File: src/hdl/traffic_ctrl_settings.svh
`ifndef TRAFFIC_CTRL_SETTINGS_SVH
`define TRAFFIC_CTRL_SETTINGS_SVH

// ---------------------------------------------------------------------------
// Lane count and bus widths
// ---------------------------------------------------------------------------
`define NUM_ETH      4    // Ethernet lanes
`define AVMM_DATA_W  32   // CSR data
`define AVMM_ADDR_W  16   // CSR address
`define ST_DATA_W    64   // Stream beat, 8 bytes
`define ST_EMPTY_W   3    // Unused bytes in last beat

// ---------------------------------------------------------------------------
// CSR register map, per lane
// ---------------------------------------------------------------------------
`define CSR_ADDR_CFG     16'h0000  // Config word, start/clear self-clearing
`define CSR_ADDR_STATUS  16'h0001  // {done, busy}
`define CSR_ADDR_GOOD    16'h0002  // Good packet count
`define CSR_ADDR_BAD     16'h0003  // Bad packet count
`define CSR_ADDR_BYTES   16'h0004  // Received byte count
`define CSR_ADDR_SEED    16'h0005  // Payload LFSR seed

`endif

File: src/hdl/traffic_ctrl_pkg.sv
`include "traffic_ctrl_settings.svh"

package traffic_ctrl_pkg;

   // Field view of the per-lane config word
   typedef struct packed {
      logic        start;       // [31] Kick off a run
      logic        clear;       // [30] Zero counters and done
      logic        inject_err;  // [29] Corrupt first beat of every packet
      logic        rsvd;        // [28]
      logic [11:0] pkt_len;     // [27:16] Bytes per packet
      logic [15:0] num_pkts;    // [15:0] Packets per run
   } cfg_fields_t;

   // Same 32 bits, raw for the bus, fields for the lane
   typedef union packed {
      logic [`AVMM_DATA_W-1:0] raw;
      cfg_fields_t             f;
   } cfg_word_u;

   typedef logic [`ST_DATA_W-1:0]  st_data_t;   // One stream beat
   typedef logic [`ST_EMPTY_W-1:0] st_empty_t;  // Unused bytes, last beat
   typedef logic [31:0]            cnt_t;       // Counters and read data

   // Galois taps for x^64 + x^63 + x^61 + x^60 + 1
   localparam st_data_t LFSR_POLY = 64'hD800_0000_0000_0000;

   // Seed expansion, never all zero
   function automatic st_data_t lfsr_seed(input logic [31:0] seed);
      return {~seed, seed};
   endfunction

   function automatic st_data_t lfsr_next(input st_data_t s);
      return {1'b0, s[`ST_DATA_W-1:1]} ^ (s[0] ? LFSR_POLY : '0);
   endfunction

endpackage

File: src/hdl/multi_port_traffic_ctrl.sv
`timescale 1ns/100ps
`include "traffic_ctrl_settings.svh"

module multi_port_traffic_ctrl (
   input  logic                       clk,
   input  logic                       i_rst_n,
   input  logic [`AVMM_ADDR_W-1:0]    i_avmm_addr,        // CSR address
   input  logic                       i_avmm_read,
   input  logic                       i_avmm_write,
   input  logic [`AVMM_DATA_W-1:0]    i_avmm_writedata,
   output logic [`AVMM_DATA_W-1:0]    o_avmm_readdata,
   output logic                       o_avmm_waitrequest, // High in first read cycle
   input  logic [3:0]                 i_csr_port_sel      // Lane for this access
);

   import traffic_ctrl_pkg::*;

   cfg_word_u                cfg      [`NUM_ETH];
   logic [`AVMM_DATA_W-1:0]  seed     [`NUM_ETH];
   logic                     start    [`NUM_ETH];
   logic                     clear    [`NUM_ETH];
   logic                     busy     [`NUM_ETH];
   logic                     done     [`NUM_ETH];
   cnt_t                     good_cnt [`NUM_ETH];
   cnt_t                     bad_cnt  [`NUM_ETH];
   cnt_t                     byte_cnt [`NUM_ETH];

   traffic_csr u_csr (
      .clk,
      .i_rst_n,
      .i_avmm_addr,
      .i_avmm_read,
      .i_avmm_write,
      .i_avmm_writedata,
      .i_csr_port_sel,
      .o_avmm_readdata,
      .o_avmm_waitrequest,
      .o_cfg      (cfg),
      .o_seed     (seed),
      .o_start    (start),
      .o_clear    (clear),
      .i_busy     (busy),
      .i_done     (done),
      .i_good_cnt (good_cnt),
      .i_bad_cnt  (bad_cnt),
      .i_byte_cnt (byte_cnt)
   );

   // ------------------------------------------------------------------------
   // Lanes, TX stream looped into RX with no MAC in between
   // ------------------------------------------------------------------------
   for (genvar i = 0; i < `NUM_ETH; i++) begin : g_lane
      logic      lb_valid;   // Loopback beat
      logic      lb_sop;
      logic      lb_eop;
      st_data_t  lb_data;
      st_empty_t lb_empty;

      packet_gen u_gen (
         .clk,
         .i_rst_n,
         .i_cfg   (cfg[i]),
         .i_seed  (seed[i]),
         .i_start (start[i]),
         .o_valid (lb_valid),
         .o_sop   (lb_sop),
         .o_eop   (lb_eop),
         .o_data  (lb_data),
         .o_empty (lb_empty),
         .o_busy  (busy[i]),
         .o_done  (done[i])
      );

      packet_mon u_mon (
         .clk,
         .i_rst_n,
         .i_seed     (seed[i]),   // Same seed, same expected sequence
         .i_start    (start[i]),
         .i_clear    (clear[i]),
         .i_valid    (lb_valid),
         .i_sop      (lb_sop),
         .i_eop      (lb_eop),
         .i_data     (lb_data),
         .i_empty    (lb_empty),
         .o_good_cnt (good_cnt[i]),
         .o_bad_cnt  (bad_cnt[i]),
         .o_byte_cnt (byte_cnt[i])
      );
   end

endmodule

File: src/hdl/packet_gen.sv
`timescale 1ns/100ps
`include "traffic_ctrl_settings.svh"

module packet_gen (
   input  logic                          clk,
   input  logic                          i_rst_n,
   input  traffic_ctrl_pkg::cfg_word_u   i_cfg,     // Read through field view
   input  logic [31:0]                   i_seed,
   input  logic                          i_start,   // Ignored unless idle
   output logic                          o_valid,
   output logic                          o_sop,
   output logic                          o_eop,
   output traffic_ctrl_pkg::st_data_t    o_data,
   output traffic_ctrl_pkg::st_empty_t   o_empty,
   output logic                          o_busy,
   output logic                          o_done
);

   import traffic_ctrl_pkg::*;

   localparam logic [1:0] S_IDLE = 2'd0;
   localparam logic [1:0] S_RUN  = 2'd1;  // A beat is on the bus
   localparam logic [1:0] S_GAP  = 2'd2;  // Idle cycle between packets

   logic [1:0]  state_q;
   logic [11:0] rem_q;      // Bytes still to send after current beat
   logic [15:0] pkts_q;     // Packets left, current one included
   logic [11:0] len_q;      // Latched at start
   logic        inj_q;
   st_data_t    lfsr_q;     // Payload of the next beat

   logic        emit;       // Put a beat out next cycle
   logic        emit_sop;
   logic        emit_last;
   logic [11:0] emit_rem;   // Bytes left before this beat
   logic        emit_inj;
   st_data_t    emit_lfsr;

   // ------------------------------------------------------------------------
   // Next beat select
   // ------------------------------------------------------------------------
   always_comb begin
      emit      = 1'b0;
      emit_sop  = 1'b0;
      emit_rem  = rem_q;
      emit_lfsr = lfsr_q;
      emit_inj  = inj_q;
      case (state_q)
         S_IDLE: begin
            if (i_start && i_cfg.f.num_pkts != '0) begin
               emit      = 1'b1;
               emit_sop  = 1'b1;
               emit_rem  = i_cfg.f.pkt_len;
               emit_lfsr = lfsr_seed(i_seed);   // Fresh sequence per run
               emit_inj  = i_cfg.f.inject_err;
            end
         end
         S_RUN: emit = (rem_q != '0);   // Zero means eop just went out
         S_GAP: begin
            emit     = 1'b1;
            emit_sop = 1'b1;
            emit_rem = len_q;
         end
         default: emit = 1'b0;
      endcase
   end

   assign emit_last = (emit_rem <= 12'd8);

   always_ff @(posedge clk) begin
      if (!i_rst_n) begin
         state_q <= S_IDLE;
         o_valid <= 1'b0;
         o_sop   <= 1'b0;
         o_eop   <= 1'b0;
         o_busy  <= 1'b0;
         o_done  <= 1'b0;
         rem_q   <= '0;
         pkts_q  <= '0;
      end else begin
         o_valid <= emit;
         o_sop   <= emit_sop;
         o_eop   <= emit & emit_last;
         if (emit)
            rem_q <= emit_last ? 12'd0 : emit_rem - 12'd8;
         case (state_q)
            S_IDLE: begin
               if (i_start) begin
                  o_done <= (i_cfg.f.num_pkts == '0);  // Empty run ends at once
                  if (i_cfg.f.num_pkts != '0) begin
                     state_q <= S_RUN;
                     o_busy  <= 1'b1;
                     pkts_q  <= i_cfg.f.num_pkts;
                  end
               end
            end
            S_RUN: begin
               if (rem_q == '0) begin
                  if (pkts_q == 16'd1) begin
                     state_q <= S_IDLE;   // Run over
                     o_busy  <= 1'b0;
                     o_done  <= 1'b1;
                  end else begin
                     state_q <= S_GAP;
                     pkts_q  <= pkts_q - 16'd1;
                  end
               end
            end
            default: state_q <= S_RUN;   // Gap lasts one cycle
         endcase
      end
   end

   // Payload path
   always_ff @(posedge clk) begin
      if (state_q == S_IDLE && i_start) begin
         len_q <= i_cfg.f.pkt_len;
         inj_q <= i_cfg.f.inject_err;
      end
      if (emit) begin
         o_data  <= emit_lfsr ^ {{(`ST_DATA_W-1){1'b0}}, emit_inj & emit_sop};
         o_empty <= emit_last ? st_empty_t'(4'd8 - emit_rem[3:0]) : '0;
         lfsr_q  <= lfsr_next(emit_lfsr);
      end
   end

   a_ctl_valid: assert property (@(posedge clk) disable iff (!i_rst_n)
      (o_sop || o_eop) |-> o_valid);

   a_len_nonzero: assert property (@(posedge clk) disable iff (!i_rst_n)
      (state_q == S_IDLE && i_start && i_cfg.f.num_pkts != '0) |-> (i_cfg.f.pkt_len != '0));

endmodule

File: src/hdl/packet_mon.sv
`timescale 1ns/100ps
`include "traffic_ctrl_settings.svh"

module packet_mon (
   input  logic                          clk,
   input  logic                          i_rst_n,
   input  logic [31:0]                   i_seed,
   input  logic                          i_start,    // Reload expected sequence
   input  logic                          i_clear,    // Zero all counters
   input  logic                          i_valid,    // Every beat accepted
   input  logic                          i_sop,
   input  logic                          i_eop,
   input  traffic_ctrl_pkg::st_data_t    i_data,
   input  traffic_ctrl_pkg::st_empty_t   i_empty,
   output traffic_ctrl_pkg::cnt_t        o_good_cnt,
   output traffic_ctrl_pkg::cnt_t        o_bad_cnt,
   output traffic_ctrl_pkg::cnt_t        o_byte_cnt
);

   import traffic_ctrl_pkg::*;

   st_data_t    lfsr_q;       // Expected data of next beat
   logic        err_q;        // Mismatch seen so far in packet
   logic [12:0] pkt_bytes_q;  // Bytes of earlier beats in packet
   logic        in_pkt_q;     // Between sop and eop

   logic        pkt_err;
   logic [3:0]  beat_bytes;
   logic [12:0] pkt_sum;

   // ------------------------------------------------------------------------
   // Per-beat check
   // ------------------------------------------------------------------------
   always_comb begin
      pkt_err    = (i_sop ? 1'b0 : err_q) | (i_data != lfsr_q);
      beat_bytes = i_eop ? 4'd8 - {1'b0, i_empty} : 4'd8;
      pkt_sum    = (i_sop ? 13'd0 : pkt_bytes_q) + 13'(beat_bytes);
   end

   always_ff @(posedge clk) begin
      if (i_start)
         lfsr_q <= lfsr_seed(i_seed);  // Same expansion as the generator
      else if (i_valid)
         lfsr_q <= lfsr_next(lfsr_q);
      if (i_valid) begin
         err_q       <= pkt_err;
         pkt_bytes_q <= pkt_sum;
      end
   end

   // ------------------------------------------------------------------------
   // Counters, updated after eop
   // ------------------------------------------------------------------------
   always_ff @(posedge clk) begin
      if (!i_rst_n) begin
         o_good_cnt <= '0;
         o_bad_cnt  <= '0;
         o_byte_cnt <= '0;
         in_pkt_q   <= 1'b0;
      end else begin
         if (i_clear) begin
            o_good_cnt <= '0;
            o_bad_cnt  <= '0;
            o_byte_cnt <= '0;
         end else if (i_valid && i_eop) begin
            if (pkt_err)
               o_bad_cnt <= o_bad_cnt + 1'b1;
            else
               o_good_cnt <= o_good_cnt + 1'b1;
            o_byte_cnt <= o_byte_cnt + cnt_t'(pkt_sum);
         end
         if (i_valid)
            in_pkt_q <= ~i_eop;
      end
   end

   // Packets never nest on the loopback
   a_no_double_sop: assert property (@(posedge clk) disable iff (!i_rst_n)
      (i_valid && i_sop) |-> !in_pkt_q);

endmodule

File: src/hdl/traffic_csr.sv
`timescale 1ns/100ps
`include "traffic_ctrl_settings.svh"

module traffic_csr (
   input  logic                          clk,
   input  logic                          i_rst_n,
   input  logic [`AVMM_ADDR_W-1:0]       i_avmm_addr,        // Register address
   input  logic                          i_avmm_read,        // Held until waitrequest drops
   input  logic                          i_avmm_write,       // Zero wait state
   input  logic [`AVMM_DATA_W-1:0]       i_avmm_writedata,
   input  logic [3:0]                    i_csr_port_sel,     // Lane select
   output logic [`AVMM_DATA_W-1:0]       o_avmm_readdata,
   output logic                          o_avmm_waitrequest,
   output traffic_ctrl_pkg::cfg_word_u   o_cfg [`NUM_ETH],   // Stored config per lane
   output logic [`AVMM_DATA_W-1:0]       o_seed [`NUM_ETH],
   output logic                          o_start [`NUM_ETH], // 1-cycle pulse
   output logic                          o_clear [`NUM_ETH], // 1-cycle pulse
   input  logic                          i_busy [`NUM_ETH],
   input  logic                          i_done [`NUM_ETH],
   input  traffic_ctrl_pkg::cnt_t        i_good_cnt [`NUM_ETH],
   input  traffic_ctrl_pkg::cnt_t        i_bad_cnt [`NUM_ETH],
   input  traffic_ctrl_pkg::cnt_t        i_byte_cnt [`NUM_ETH]
);

   import traffic_ctrl_pkg::*;

   cfg_word_u wr_cfg;               // Incoming word, decoded
   cfg_word_u wr_store;             // What gets kept
   logic      done_hide [`NUM_ETH]; // Masks done after a clear
   logic      rd_pend;              // Second cycle of a read
   cnt_t      rd_mux;

   // ------------------------------------------------------------------------
   // Write decode
   // ------------------------------------------------------------------------
   always_comb begin
      wr_cfg.raw       = i_avmm_writedata;
      wr_store         = wr_cfg;
      wr_store.f.start = 1'b0;   // Command bits never stick
      wr_store.f.clear = 1'b0;
   end

   always_ff @(posedge clk) begin
      if (!i_rst_n) begin
         for (int i = 0; i < `NUM_ETH; i++) begin
            o_cfg[i]     <= '0;
            o_start[i]   <= 1'b0;
            o_clear[i]   <= 1'b0;
            done_hide[i] <= 1'b0;
         end
      end else begin
         for (int i = 0; i < `NUM_ETH; i++) begin
            o_start[i] <= 1'b0;  // Default, pulses only
            o_clear[i] <= 1'b0;
            if (i_avmm_write && i_csr_port_sel == 4'(i) &&
                i_avmm_addr == `CSR_ADDR_CFG) begin
               o_cfg[i]   <= wr_store;
               o_start[i] <= wr_cfg.f.start;
               o_clear[i] <= wr_cfg.f.clear;
               if (wr_cfg.f.clear)
                  done_hide[i] <= 1'b1;   // Status done reads low from next cycle
               else if (wr_cfg.f.start)
                  done_hide[i] <= 1'b0;   // New run, show done again
            end
         end
      end
   end

   // Seeds, payload only
   always_ff @(posedge clk) begin
      for (int i = 0; i < `NUM_ETH; i++) begin
         if (i_avmm_write && i_csr_port_sel == 4'(i) && i_avmm_addr == `CSR_ADDR_SEED)
            o_seed[i] <= i_avmm_writedata;
      end
   end

   // ------------------------------------------------------------------------
   // Read path, one wait state
   // ------------------------------------------------------------------------
   always_comb begin
      rd_mux = '0;
      for (int i = 0; i < `NUM_ETH; i++) begin
         if (i_csr_port_sel == 4'(i)) begin
            case (i_avmm_addr)
               `CSR_ADDR_CFG:    rd_mux = o_cfg[i].raw;
               `CSR_ADDR_STATUS: rd_mux = {30'd0, i_done[i] & ~done_hide[i], i_busy[i]};
               `CSR_ADDR_GOOD:   rd_mux = i_good_cnt[i];
               `CSR_ADDR_BAD:    rd_mux = i_bad_cnt[i];
               `CSR_ADDR_BYTES:  rd_mux = i_byte_cnt[i];
               `CSR_ADDR_SEED:   rd_mux = o_seed[i];
               default:          rd_mux = '0;  // Unmapped reads as zero
            endcase
         end
      end
   end

   always_ff @(posedge clk) begin
      if (!i_rst_n)
         rd_pend <= 1'b0;
      else
         rd_pend <= i_avmm_read & ~rd_pend;  // Drops after the data cycle
   end

   always_ff @(posedge clk) begin
      if (i_avmm_read && !rd_pend)
         o_avmm_readdata <= rd_mux;  // Captured in the wait cycle
   end

   assign o_avmm_waitrequest = i_avmm_read & ~rd_pend;

   // Master never overlaps commands
   a_rd_wr_excl: assert property (@(posedge clk) disable iff (!i_rst_n)
      !(i_avmm_read && i_avmm_write));

   // Lane select stays inside the built lanes
   a_sel_range: assert property (@(posedge clk) disable iff (!i_rst_n)
      (i_avmm_read || i_avmm_write) |-> (i_csr_port_sel < `NUM_ETH));

endmodule

File: config.mk
export PLATFORM = sky130hd
export DESIGN_NAME = multi_port_traffic_ctrl
export DESIGN_NICKNAME = d
export VERILOG_FILES = /design/src/hdl/traffic_ctrl_pkg.sv /design/src/hdl/multi_port_traffic_ctrl.sv /design/src/hdl/packet_gen.sv /design/src/hdl/packet_mon.sv /design/src/hdl/traffic_csr.sv
export VERILOG_INCLUDE_DIRS = /design/src /design/src/hdl
export SDC_FILE = /design/constraint.sdc
export NUM_CORES = 2
export LEC_CHECK = 0
export BUFFER_PORTS_ARGS = -buffer_cell sky130_fd_sc_hd__buf_2
export CORE_AREA = 5 5 387 389
export CTS_BUF_LIST = sky130_fd_sc_hd__clkbuf_4 sky130_fd_sc_hd__clkbuf_8
export DETAILED_ROUTE_END_ITERATION = 10
export DIE_AREA = 0 0 392 394
export PLACE_DENSITY = 0.68
export SLEW_MARGIN = 20
export SYNTH_ARGS = -nofsm -noshare
export SYNTH_HDL_FRONTEND = slang
export SYNTH_SLANG_ARGS = --single-unit
File: constraint.sdc
create_clock -name clk -period 4.4 [get_ports clk]
set_input_delay 0.88 -clock clk [delete_from_list [all_inputs] [get_ports clk]]
set_output_delay 0.88 -clock clk [all_outputs]
set_load 0.05 [all_outputs]
==> metrics.md <==
| Metric | Value |
|---|---|
| Cts hold-fix bufs | `0` |
| Post-synth top cells | `1175 x nand2_1, 809 x edfxtp_1, 656 x dfxtp_1` |
| Post-synth top area share | `between 30 and 40%` |
| Crit-path max cell delay | `0.45 ns` |
| Total grt overflow | `0` |
| Top_reg_cell synth | `edfxtp_1` |
| Initial Utilization | `49.6%` |
| Worst-margin pin slew | `between 1 and 1.5 ns` |
| Core area | `146000 sq um` |
| Setup Buffers After CTS | `0` |
| CTS Buffer Depth | `3` |
| Final worst path period need | `4.13 ns` |
| Final worst-path cycle share | `93.8%` |
| Hold path startpoint | `i_avmm_writedata[31]` |
| Pins Over Slew Limit | `0` |
| WL final | `234000 um` |
| Worst r2r src | `g_lane[1].u_gen.o_empty[0]` |
| Type of the worst min-delay path | `in2reg` |
| CP delay by family, top | `compound AO/OA/AOI/OAI gates` |
| Largest family of logic cells by synthesized area | `simple AND/OR/NAND/NOR gates` |
| Buffers & Inverters on Critical Path | `1` |
| Die area | `roughly 150000 sq um` |
| CP required | `5.31 ns` |
| Remaining antenna violation count | `0` |
| Layout Cells excl Fill | `9642` |
| Hold Path Depth | `1` |
| Post-synthesis sequential area ratio | `between 50% and 60%` |
| Sink Count | `around 1.5k` |
| Power Density | `between 300 and 400 nW/um^2` |
| Final Skew | `0.0864 ns` |
| Unique masters post-synth | `between 80 and 90` |
| Endpoint type of the worst setup path | `flop` |
| Max Clk Rate | `~0.24 GHz` |
| Cells after Synth | `7398` |
| Via/cell ratio | `approximately 6` |
| Synth Warn # | `0` |
| Port Buffer Count | `a little under 90` |
| Clock transition at path regs | `0.07 ns` |
| Reg2reg path depth | `19` |
| Crit path DAT | `5.04 ns` |
| First-pass GRT wire length | `between 300000 and 400000 um` |
| Hold Fails Final Rpt | `0` |
| Avg Inst Size Synth | `between 9 and 10 sq um` |
| Layout area overhead | `11.5%` |
| Slew Limit Headroom | `between 10% and 20%` |
| Row Count | `between 100 and 150` |
| CP max stage cell | `o211ai_1` |
| Final HPWL DP | `approximately 160000 um` |
| Startpoint class of the critical path | `flop` |
| Placed Cells | `approximately 9.2k` |
| Endpoints failing setup | `0` |
| Share of layout cells above drive strength 1 | `around an eighth` |
| Mux share of post-synthesis cell area | `5.63%` |
| I/O pins | `89` |
| Routability Congestion | `slightly above 1` |
| Post-synthesis simple-gate area fraction | `roughly 17%` |
| Seq cells post-synth | `1465` |
| Leakage power | `29.3 nW` |
| Crit Path Class | `reg2reg` |
| CTS tree | `yes` |
| Critical path peak fanout | `7` |
| Antenna violations before repair | `21` |
| Largest net degree at the start of global routing | `95` |
| Iteration-0 DRC Markers | `between 7k and 8k` |
| Post-synth EDFFs | `approximately 800` |
| Worst VDD drop | `between 200 and 300 uV` |
| Synth Net Count | `around 7.6k` |
| Vias in the first global route | `between 50k and 60k` |
| Synth Area in Compound Gates | `between 10 and 15%` |
| Vias after detailed routing | `59.4k` |
| Routed len/inst | `between 20 and 25 um` |
| Worst r2r dst | `g_lane[1].u_mon.o_byte_cnt[31]` |
| CP cell instances | `inv_1 > ha_1 > and2_1 > fa_1 > a21o_1 > a21oi_1 > nor2_1 > nand3_1 > xor2_1 > nor2_1 > ha_1 > a21o_1 > a21oi_2 > nor2b_1 > a31oi_2 > a31oi_4 > o211ai_1 > o21ai_0 > a21oi_1` |
| Synthesized cell area | `slightly above 70000 sq um` |
| Main area contributors after synthesis | `edfxtp_1 33%, dfxtp_1 18%, nand2_1 6.1%` |
| DR pass1 iterations | `6` |
| Die Span Y | `394 um` |
| Max-cap viol count | `0` |
| Pre-CTS WS | `~0.20 ns` |
| Register-to-register setup slack | `approximately 0.27 ns` |
| H-tree lvl count | `4` |
| CTS Buf Count | `around 240` |
| Detailed-route DRC error count | `0` |
| GRT Util Overall | `about 29%` |
| Post-Synth XOR/XNOR Area | `6.43%` |
| Clock root cell | `clkbuf_8` |
| Layout Nets | `~7.6k` |
| Clock Latency Late Sink | `approximately 1 ns` |
| Asr flop ratio synth | `0%` |
| Adder-cell share of the synthesized area | `1.88%` |
| Min-Delay Endpoint | `u_csr.o_seed[63]` |
| Setup WS post-layout | `around 0.27 ns` |
| Top-count cell post-synth | `nand2_1` |
| Synth area leader | `edfxtp_1` |
| Status | `finished, final reports clean` |
| Chip Width | `slightly below 400 um` |
==> power breakdown <==
part / internal (W) / switching [W]
clock network: 0.00713 / 0.00598
registers: 0.0143 / 0.0000182
logic: 0.000122 / 0.000522
total: 0.0216 / 0.00652
==> per-stage QoR <==
| step | hold slack (ns) | util [%] | TNS [ns] | total power [W] | area [sq um] |
|---|---|---|---|---|---|
| 3_5_place_dp | 0.454 | 51.6 | 0 | 0.0152 | 75500 |
| 2_1_floorplan | 0.435 | - | 0 | 0.0149 | 72600 |
| 5_1_grt | 0.340 | 55.3 | -0.00926 | 0.0289 | 80900 |
| 6_report | 0.391 | 55.3 | 0 | 0.0281 | 80900 |
| 4_1_cts | 0.319 | 55.2 | 0 | 0.0282 | 80800 |
| 3_3_place_gp | 0.445 | 51.6 | 0 | 0.0152 | 75500 |
==> state kept, by name (all words and copies together) (netlist names), 52 cells and up <==
signal,cells
g_lane.u_gen.lfsr_q,256
g_lane.u_mon.lfsr_q,256
g_lane.u_mon.o_bad_cnt,128
g_lane.u_mon.o_byte_cnt,128
g_lane.u_mon.o_good_cnt,128
u_csr.o_seed,128
u_csr.o_cfg,120
g_lane.u_gen.pkts_q,64
g_lane.u_mon.pkt_bytes_q,52
==> worst register-to-register path: stages (launching register included) <==
cell and delay [ns]:
edfxtp_1 0.41, inv_1 0.08, ha_1 0.23, and2_1 0.20, fa_1 0.41, a21o_1 0.18
a21oi_1 0.20, nor2_1 0.12, nand3_1 0.11, xor2_1 0.15, nor2_1 0.07, ha_1 0.33
a21o_1 0.19, a21oi_2 0.21, nor2b_1 0.09, a31oi_2 0.23, a31oi_4 0.13, o211ai_1 0.45
o21ai_0 0.18, a21oi_1 0.14
==> per-layer routing <==
| layer | GRT usage, % | vias to the layer above | wire (um) |
|---|---|---|---|
| met5 | 1.41 | - | 331 |
| met4 | 11.8 | 8 | 9920 |
| met3 | 7.95 | 506 | 25700 |
| met2 | 42.9 | 3047 | 101000 |
| met1 | 41.1 | 28900 | 97300 |
| li1 | - | 27000 | - |
==> cell usage in the layout (no fill, tap or decap), types with 41 or more instances in the layout <==
| cell | n |
|---|---|
| nand4_1 | 100 |
| inv_1 | 219 |
| nor3_1 | 118 |
| nor2b_1 | 70 |
| xor2_1 | 220 |
| a211oi_1 | 50 |
| buf_2 | 87 |
| clkbuf_8 | 270 |
| a21oi_1 | 475 |
| o21ai_0 | 324 |
| nand2_1 | 1173 |
| nor2_1 | 569 |
| clkinv_1 | 44 |
| and4_1 | 41 |
| clkbuf_4 | 79 |
| or3_1 | 76 |
| a31oi_1 | 65 |
| mux2i_1 | 228 |
| dfxtp_1 | 652 |
| xnor2_1 | 313 |
| o22ai_1 | 88 |
| edfxtp_1 | 809 |
| or2_2 | 55 |
| ha_1 | 96 |
| buf_4 | 162 |
| nand3_1 | 125 |
| a22oi_1 | 87 |
| mux2_2 | 160 |
| nor4_1 | 105 |
| and3_1 | 78 |
| a221oi_1 | 65 |
| and2_1 | 56 |
==> how the worst max path moves through the flow <==
stage | start | endpoint | slack (ns) | cells past startpoint
finish | g_lane[1].u_gen.o_empty[0] | g_lane[1].u_mon.o_byte_cnt[31] | 0.27 | 19
detailed placement | g_lane[2].u_gen.o_empty[0] | g_lane[2].u_mon.o_byte_cnt[29] | 0.20 | 19
CTS | g_lane[3].u_gen.o_empty[0] | g_lane[3].u_mon.o_byte_cnt[24] | 0.18 | 20
global placement | g_lane[3].u_gen.o_empty[0] | g_lane[3].u_mon.o_byte_cnt[22] | 0.25 | 20
global route | g_lane[2].u_gen.o_empty[0] | g_lane[2].u_mon.o_byte_cnt[20] | -0.009 | 20
floorplan | g_lane[3].u_gen.state_q[1] | g_lane[3].u_gen.rem_q[11] | 0.12 | 8
==> timing repair <==
| action | in CTS | in global routing |
|---|---|---|
| resized for setup | 0 | 29 |
| hold endpoints to repair | 0 | 0 |
| endpoints found under the setup margin | 0 | 49 |
==> final cells by class <==
cell class,instances,area (sq um)
Antenna cell,8,20.0
Clock buffer,349,4310
Clock inverter,109,980
Fill cell,12700,65500
Inverter,226,857
Multi-Input combinational cell,5292,33000
Sequential cell,1465,37400
Tap cell,1930,2410
Timing Repair Buffer,263,1930
==> logic make-up (layout without fill, tap and decap cells) <==
| logic type | count (synthesis) | in the layout |
|---|---|---|
| compound gates | 1564 | 1564 |
| xor+xnor | 533 | 533 |
| fa+ha+maj | 104 | 104 |
| buf+inv | 641 | 947 |
| flops | 1465 | 1465 |
| mux | 388 | 388 |
| other cells | 0 | 8 |
| simple gates | 2703 | 2703 |
(Power assumes the default switching activity.)
